--- src/hw/mipsPkg.sv ---
// MIPS subset shared definitions
// widths, opcode and funct encodings, ALU command set and the
// packed instruction and control views used across the core

package mipsPkg;

  // ==================================================
  // widths
  // ==================================================
  localparam int dataWidth     = 32;
  localparam int regAddrWidth  = 5;
  localparam int dmemAddrWidth = 7;
  // jal link register index
  localparam logic [regAddrWidth-1:0] linkReg = 5'd31;

  // ==================================================
  // encodings
  // ==================================================
  // primary opcode, bits 31:26
  typedef enum logic [5:0] {
    opR   = 6'h00,
    opJ   = 6'h02,
    opJal = 6'h03,
    opBeq = 6'h04,
    opLw  = 6'h23,
    opSw  = 6'h2b
  } opcode_t;

  // R-type function field, bits 5:0
  typedef enum logic [5:0] {
    fnAdd = 6'h20,
    fnSub = 6'h22,
    fnAnd = 6'h24,
    fnOr  = 6'h25,
    fnSlt = 6'h2a
  } funct_t;

  // operation class from the main decoder
  typedef enum logic [1:0] {
    aluAdd   = 2'b00,
    aluSub   = 2'b01,
    aluFunct = 2'b10
  } aluOp_t;

  // ALU command
  typedef enum logic [3:0] {
    aluCtlAnd = 4'b0000,
    aluCtlOr  = 4'b0001,
    aluCtlAdd = 4'b0010,
    aluCtlSub = 4'b0110,
    aluCtlSlt = 4'b0111,
    aluCtlBad = 4'b1111
  } aluCtrl_t;

  // ==================================================
  // bundles
  // ==================================================
  // low 16 bits are the immediate, low 26 the jump target
  typedef struct packed {
    opcode_t                 op;
    logic [regAddrWidth-1:0] rs;
    logic [regAddrWidth-1:0] rt;
    logic [regAddrWidth-1:0] rd;
    logic [4:0]              shamt;
    funct_t                  funct;
  } instr_t;

  typedef struct packed {
    logic     regDst;
    logic     aluSrc;
    logic     memToReg;
    logic     regWrite;
    logic     memWrite;
    logic     branch;
    logic     jump;
    logic     link;
    aluOp_t   aluOp;
    aluCtrl_t aluCtrl;
  } ctrl_t;

endpackage

--- src/hw/mipsControl.sv ---
// MIPS main decoder and ALU control
// turns opcode and funct into the datapath control bundle

module mipsControl (
  input  mipsPkg::instr_t instr,
  output mipsPkg::ctrl_t  ctrl
);

  // ==================================================
  // main decode
  // ==================================================
  always_comb begin
    // safe default, nothing written
    ctrl          = '0;
    ctrl.aluOp    = mipsPkg::aluAdd;
    ctrl.aluCtrl  = mipsPkg::aluCtlBad;

    case (instr.op)
      mipsPkg::opR: begin
        ctrl.regDst   = 1'b1;
        ctrl.regWrite = 1'b1;
        ctrl.aluOp    = mipsPkg::aluFunct;
      end
      mipsPkg::opLw: begin
        ctrl.aluSrc   = 1'b1;
        ctrl.memToReg = 1'b1;
        ctrl.regWrite = 1'b1;
      end
      mipsPkg::opSw: begin
        ctrl.aluSrc   = 1'b1;
        ctrl.memWrite = 1'b1;
      end
      mipsPkg::opBeq: begin
        // compare by subtraction
        ctrl.branch = 1'b1;
        ctrl.aluOp  = mipsPkg::aluSub;
      end
      mipsPkg::opJ: begin
        ctrl.jump = 1'b1;
      end
      mipsPkg::opJal: begin
        // PC+4 into r31, no delay slot
        ctrl.jump     = 1'b1;
        ctrl.link     = 1'b1;
        ctrl.regWrite = 1'b1;
      end
      default: begin
        // unknown opcode, leave the defaults
        ctrl.aluOp = mipsPkg::aluAdd;
      end
    endcase

    // ALU command from class and funct
    case (ctrl.aluOp)
      mipsPkg::aluAdd: ctrl.aluCtrl = mipsPkg::aluCtlAdd;
      mipsPkg::aluSub: ctrl.aluCtrl = mipsPkg::aluCtlSub;
      mipsPkg::aluFunct: begin
        case (instr.funct)
          mipsPkg::fnAdd: ctrl.aluCtrl = mipsPkg::aluCtlAdd;
          mipsPkg::fnSub: ctrl.aluCtrl = mipsPkg::aluCtlSub;
          mipsPkg::fnAnd: ctrl.aluCtrl = mipsPkg::aluCtlAnd;
          mipsPkg::fnOr:  ctrl.aluCtrl = mipsPkg::aluCtlOr;
          mipsPkg::fnSlt: ctrl.aluCtrl = mipsPkg::aluCtlSlt;
          default:        ctrl.aluCtrl = mipsPkg::aluCtlBad;
        endcase
      end
      default: ctrl.aluCtrl = mipsPkg::aluCtlBad;
    endcase

    // bad funct kills any write
    if (ctrl.aluCtrl == mipsPkg::aluCtlBad) begin
      ctrl.regWrite = 1'b0;
      ctrl.memWrite = 1'b0;
    end
  end

  // a store never writes back
  always_comb begin
    assert final (!(ctrl.regWrite && ctrl.memWrite))
      else $error("regWrite and memWrite both set for op %h", instr.op);
  end

endmodule

--- src/hw/mipsAlu.sv ---
// MIPS ALU
// add, sub, and, or and signed slt with a zero flag

module mipsAlu (
  input  logic [mipsPkg::dataWidth-1:0] a,
  input  logic [mipsPkg::dataWidth-1:0] b,
  input  mipsPkg::aluCtrl_t             op,
  output logic [mipsPkg::dataWidth-1:0] result,
  output logic                          zero
);

  // signed compare for slt
  logic lessThan;

  assign lessThan = $signed(a) < $signed(b);

  always_comb begin
    case (op)
      mipsPkg::aluCtlAdd: result = a + b;
      mipsPkg::aluCtlSub: result = a - b;
      mipsPkg::aluCtlAnd: result = a & b;
      mipsPkg::aluCtlOr:  result = a | b;
      // 1 or 0 in the low bit
      mipsPkg::aluCtlSlt: result = {{(mipsPkg::dataWidth-1){1'b0}}, lessThan};
      // unknown command gives 0
      default:            result = '0;
    endcase
  end

  // beq takes this, for any command
  assign zero = (result == '0);

endmodule

--- src/hw/mipsRegFile.sv ---
// MIPS register file
// 32 x 32, two combinational read ports, one write port,
// register 0 hardwired to zero

module mipsRegFile (
  input  logic                             clk,
  input  logic                             rst,
  input  logic                             we,
  input  logic [mipsPkg::regAddrWidth-1:0] waddr,
  input  logic [mipsPkg::regAddrWidth-1:0] raddr1,
  input  logic [mipsPkg::regAddrWidth-1:0] raddr2,
  input  logic [mipsPkg::dataWidth-1:0]    wdata,
  output logic [mipsPkg::dataWidth-1:0]    rdata1,
  output logic [mipsPkg::dataWidth-1:0]    rdata2
);

  localparam int numRegs = 2 ** mipsPkg::regAddrWidth;

  logic [mipsPkg::dataWidth-1:0] regs [numRegs];

  // write on the edge, never into r0
  always_ff @(posedge clk or negedge rst) begin
    if (!rst) begin
      for (int i = 0; i < numRegs; i++) begin
        regs[i] <= '0;
      end
    end else if (we && (waddr != '0)) begin
      regs[waddr] <= wdata;
    end
  end

  // reads see the old value during a write cycle
  assign rdata1 = (raddr1 == '0) ? '0 : regs[raddr1];
  assign rdata2 = (raddr2 == '0) ? '0 : regs[raddr2];

  // r0 holds zero across every cycle
  assert property (@(posedge clk) disable iff (!rst) regs[0] == '0)
    else $error("register 0 was written");

endmodule

--- src/hw/mipsPc.sv ---
// MIPS program counter
// sequential, beq and j/jal next-address selection

module mipsPc (
  input  logic                          clk,
  input  logic                          rst,
  input  logic                          branch,
  input  logic                          jump,
  input  logic                          zero,
  input  logic [mipsPkg::dataWidth-1:0] imm,
  input  logic [25:0]                   target,
  output logic [mipsPkg::dataWidth-1:0] pc,
  output logic [mipsPkg::dataWidth-1:0] pcPlus4
);

  logic [mipsPkg::dataWidth-1:0] branchAddr;
  logic [mipsPkg::dataWidth-1:0] jumpAddr;
  logic [mipsPkg::dataWidth-1:0] pcNext;

  assign pcPlus4 = pc + 32'd4;

  // word offset relative to PC+4
  assign branchAddr = pcPlus4 + {imm[mipsPkg::dataWidth-3:0], 2'b00};

  // region bits kept from PC+4
  assign jumpAddr = {pcPlus4[31:28], target, 2'b00};

  // jump wins over a taken branch
  always_comb begin
    if (jump) begin
      pcNext = jumpAddr;
    end else if (branch && zero) begin
      pcNext = branchAddr;
    end else begin
      pcNext = pcPlus4;
    end
  end

  always_ff @(posedge clk or negedge rst) begin
    if (!rst) begin
      pc <= '0;
    end else begin
      pc <= pcNext;
    end
  end

  // fetch address stays on a word boundary
  assert property (@(posedge clk) disable iff (!rst) pc[1:0] == 2'b00)
    else $error("pc not word aligned: %h", pc);

endmodule

--- src/hw/mipsCore.sv ---
// single-cycle MIPS core
// add, sub, and, or, slt, lw, sw, beq, j and jal, one per clock
// instruction and data memories are external, read combinationally

module mipsCore (
  input  logic                              clk,
  input  logic                              rst,
  output logic [mipsPkg::dataWidth-1:0]     imemAddr,
  input  logic [mipsPkg::dataWidth-1:0]     imemData,
  output logic [mipsPkg::dmemAddrWidth-1:0] dmemAddr,
  output logic [mipsPkg::dataWidth-1:0]     dmemWData,
  output logic                              dmemWen,
  input  logic [mipsPkg::dataWidth-1:0]     dmemRData,
  output logic [mipsPkg::dataWidth-1:0]     rfWriteData,
  output logic                              rfWriteEn
);

  // ==================================================
  // decode
  // ==================================================
  mipsPkg::instr_t instr;
  mipsPkg::ctrl_t  ctrl;

  logic [15:0]                      imm16;
  logic [25:0]                      target;
  logic [mipsPkg::dataWidth-1:0]    immExt;
  logic [mipsPkg::dataWidth-1:0]    rsData;
  logic [mipsPkg::dataWidth-1:0]    rtData;
  logic [mipsPkg::dataWidth-1:0]    aluB;
  logic [mipsPkg::dataWidth-1:0]    aluResult;
  logic                             aluZero;
  logic [mipsPkg::dataWidth-1:0]    pc;
  logic [mipsPkg::dataWidth-1:0]    pcPlus4;
  logic [mipsPkg::regAddrWidth-1:0] wIdx;

  assign instr = mipsPkg::instr_t'(imemData);

  // immediate and target overlay the R-type fields
  assign imm16  = {instr.rd, instr.shamt, instr.funct};
  assign target = {instr.rs, instr.rt, imm16};
  assign immExt = {{(mipsPkg::dataWidth-16){imm16[15]}}, imm16};

  mipsControl uControl (
    .instr (instr),
    .ctrl  (ctrl)
  );

  // ==================================================
  // register file and ALU
  // ==================================================
  // rd for R-type, rt for lw, r31 for jal
  assign wIdx = ctrl.link   ? mipsPkg::linkReg :
                ctrl.regDst ? instr.rd         : instr.rt;

  mipsRegFile uRegFile (
    .clk    (clk),
    .rst    (rst),
    .we     (ctrl.regWrite),
    .waddr  (wIdx),
    .raddr1 (instr.rs),
    .raddr2 (instr.rt),
    .wdata  (rfWriteData),
    .rdata1 (rsData),
    .rdata2 (rtData)
  );

  // offset for lw/sw, rt otherwise
  assign aluB = ctrl.aluSrc ? immExt : rtData;

  mipsAlu uAlu (
    .a      (rsData),
    .b      (aluB),
    .op     (ctrl.aluCtrl),
    .result (aluResult),
    .zero   (aluZero)
  );

  mipsPc uPc (
    .clk     (clk),
    .rst     (rst),
    .branch  (ctrl.branch),
    .jump    (ctrl.jump),
    .zero    (aluZero),
    .imm     (immExt),
    .target  (target),
    .pc      (pc),
    .pcPlus4 (pcPlus4)
  );

  // ==================================================
  // writeback and memory side
  // ==================================================
  assign rfWriteData = ctrl.link     ? pcPlus4   :
                       ctrl.memToReg ? dmemRData : aluResult;
  assign rfWriteEn   = ctrl.regWrite;

  assign imemAddr  = pc;
  // word address from the byte address
  assign dmemAddr  = aluResult[mipsPkg::dmemAddrWidth+1:2];
  assign dmemWData = rtData;
  // active low strobe
  assign dmemWen   = ~ctrl.memWrite;

endmodule

--- config.mk ---
export PLATFORM = sky130hd
export DESIGN_NAME = mipsCore
export DESIGN_NICKNAME = d
export VERILOG_FILES = /design/src/hw/mipsPkg.sv /design/src/hw/mipsControl.sv /design/src/hw/mipsAlu.sv /design/src/hw/mipsRegFile.sv /design/src/hw/mipsPc.sv /design/src/hw/mipsCore.sv
export SDC_FILE = /design/constraint.sdc
export NUM_CORES = 2
export LEC_CHECK = 0
export BUFFER_PORTS_ARGS = -buffer_cell sky130_fd_sc_hd__buf_2
export CAP_MARGIN = 20
export CORE_MARGIN = 2
export CORE_UTILIZATION = 44
export CTS_CLUSTER_DIAMETER = 80
export DETAILED_ROUTE_END_ITERATION = 12
export GPL_TIMING_DRIVEN = 1
export PLACE_DENSITY = 0.71
export SYNTH_ARGS = -nofsm -noshare
export SYNTH_HDL_FRONTEND = slang
export SYNTH_HIERARCHICAL = 1
export SYNTH_SLANG_ARGS = --single-unit
--- constraint.sdc ---
create_clock -name clk -period 5.8 [get_ports clk]
set_input_delay 0.87 -clock clk [delete_from_list [all_inputs] [get_ports clk]]
set_output_delay 0.87 -clock clk [all_outputs]
set_load 0.02 [all_outputs]
==> out/metrics.cfg <==
[outcome]
status=complete, but fails checks
violations=negative setup slack

[setup_path]
arrival_ns=5.69
start_kind=input pin
rr_startpoint=uRegFile/regs[427]
reg2regPathDepth=30
crit_fanout=6
crit_required_ns=4.93
cp-end-kind=output port
r2r_slack_ns=-0.34
r2r_end=uPc/pc[6]
critical_path_class=input pin to output port

[finish]
regArea_sq_um=26400
fin_area_sq_um=82800
area_delta_synth_final_pct=27.7
nets=6175
multi_input_area_sq_um=38100
final_layout_size_suffix_gt1_frac=0.571
fin_cells=7975
postLayoutCoreUtil=0.567
fillers=11431

[yosys]
synth_area_sq_um=64800
syn_avg_cell_area_sq_um=12.8
netlist_instances=5083
yosysWarnings=6

[routing]
routed_via_density=6.54
initialDrtViolationCount=5537
route.detailed.drc=0
drtAntennaViolNets=0
detail_route.wl_per_cell_um=31.4
vias=52194
first_pass_iters=9
wirelength_um=250000

[worst_hold_path]
min_path_type=input pin to async pin

[place]
placedCellCount=7639
gp_congestion=0.982
port_buffers=168
dp_slack_ns=-1.58
place_area_sq_um=75300
hpwl_um=168000

[sta]
setup_viol=60
timing.fmax_mhz=152
rsz0062_at_grt=true
drv_slew=0
fin_crit_sh=1.13
setup_slack_ns=-0.763
worst_pin_slew_ns=0.986
max_slew_margin=0.343
skew_ns=0.0618
hold_viol=0
post-route-min-period_ns=6.56

[pwr]
vdd.ir_drop.worst_mv=0.258
p_per_area_nw_per_um2=263
total_power_mw=21.8
total_leakage_power_nw=38.1

[clock_network]
clk-insertion-delay-late_ns=0.79
postCtsHoldBufs=0
htree_levels=3
cts_tree=yes
cts_buffer_depth=3
cts-root-buf=clkbuf_16
clk_pin_slew_ns=0.06
cts.sinks=1054
cts_made_buffers=110

[die]
die_area_sq_um=150000
die_height_um=388
core_area_sq_um=146000
rows=140
initial_core_util=0.444
ioPinCount=171
fp.dieW_um=388

[global_route]
grt_max_degree=143
overflow=0
grt_antenna_before_repair=15
grt_pass1_vias=52951
grt_pass1_wl_um=362000
grt_usage=0.326

[job]
cap_violations=0

## registers in the layout, summed over array words and instances, names as in the netlist
name / cells
uPc/pc: 30
uRegFile/regs: 1024
## layout by cell type (no fill, tap or decap), types with 18 or more instances in the layout
cell and count:
a311oi_2 31, mux4_2 448, xnor2_1 41, clkbuf_1 19, buf_12 110, o21ai_1 53, a311oi_1 21, nor2_1 105
nand2_1 167, buf_16 18, mux2i_1 161, buf_8 21, buf_6 83, clkbuf_16 114, clkinv_2 22, clkbuf_8 33
a211oi_1 57, inv_1 106, nand3_1 43, nor2_4 19, buf_4 912, buf_2 133, a21oi_1 92, mux2_4 21
nor3_1 26, a22oi_1 55, o21ai_2 59, dfrtp_1 1054, ha_4 23, nor2b_1 73, nand4_1 29, inv_2 19
o21ai_0 111, xor2_1 24, a221oi_1 33, ha_1 109, a21oi_2 34, nand2_2 20, a211oi_2 26, mux2_2 1043
## how the worst max path moves through the flow
stage	from	to	cells after the start
floorplan	imemData[20]	uPc/pc[20]	25
global placement	imemData[16]	uPc/pc[31]	31
detailed placement	imemData[16]	uPc/pc[31]	30
CTS	imemData[22]	rfWriteData[26]	26
global route	imemData[17]	rfWriteData[28]	26
finish	imemData[17]	rfWriteData[26]	25
## metrics by stage
step	setup TNS (ns)	hold slack, ns
floorplan	-2.57	0.441
global placement	-493.98	0.378
detailed placement	-528.76	0.384
CTS	-21.82	0.158
global route	-35.66	0.184
finish	-26.73	0.153
## critical path, cell delays in order
cell and delay (ns):
buf_16 0.14, buf_12 0.18, mux4_2 0.51, mux2_4 0.29, o21ai_2 0.15, a311oi_2 0.06, buf_4 0.20, mux2_4 0.31
buf_6 0.14, fa_2 0.35, a21o_1 0.24, a22o_1 0.26, a211oi_4 0.25, buf_6 0.16, o311ai_4 0.10, and3_4 0.21
o22ai_1 0.13, a31oi_1 0.07, xnor2_1 0.18, o22ai_2 0.11, buf_4 0.15, mux2i_1 0.15, o21ai_2 0.10, buf_12 0.18
buf_4 0.15
## metal layers
| layer | routed length, um | share of wire | track usage |
|---|---|---|---|
| met5 | 114 | 0.00046 | 0 |
| met4 | 15800 | 0.063 | 0.183 |
| met3 | 27400 | 0.11 | 0.0880 |
| met2 | 114000 | 0.45 | 0.503 |
| met1 | 93400 | 0.37 | 0.414 |
## where the power goes
| part | switching [mW] | leakage [nW] | internal (mW) | total (mW) |
|---|---|---|---|---|
| combinational | 3.82 | 21.7 | 2.82 | 6.64 |
| sequential | 0.292 | 14.6 | 7.69 | 7.98 |
| clock | 3.17 | 1.80 | 4.01 | 7.18 |
| total | 7.29 | 38.1 | 14.5 | 21.8 |
## repair_timing
| action | CTS | global route |
|---|---|---|
| setup buffers | 96 | 28 |
| setup endpoints to repair | 103 | 97 |
| pin swaps | 127 | 67 |
| cloned | 10 | 4 |
| resized for setup | 390 | 177 |
## cell type report
| cell class | instances | area share |
|---|---|---|
| multi-input combinational | 3379 | 0.460 |
| clock buffer | 162 | 0.0396 |
| timing repair buffer | 1287 | 0.142 |
| tap | 1917 | 0.0290 |
| sequential | 1054 | 0.319 |
| antenna | 6 | 0.000181 |
| clock inverter | 35 | 0.00432 |
| inverter | 135 | 0.00645 |
Note: power is estimated with default switching activity, not from simulation.
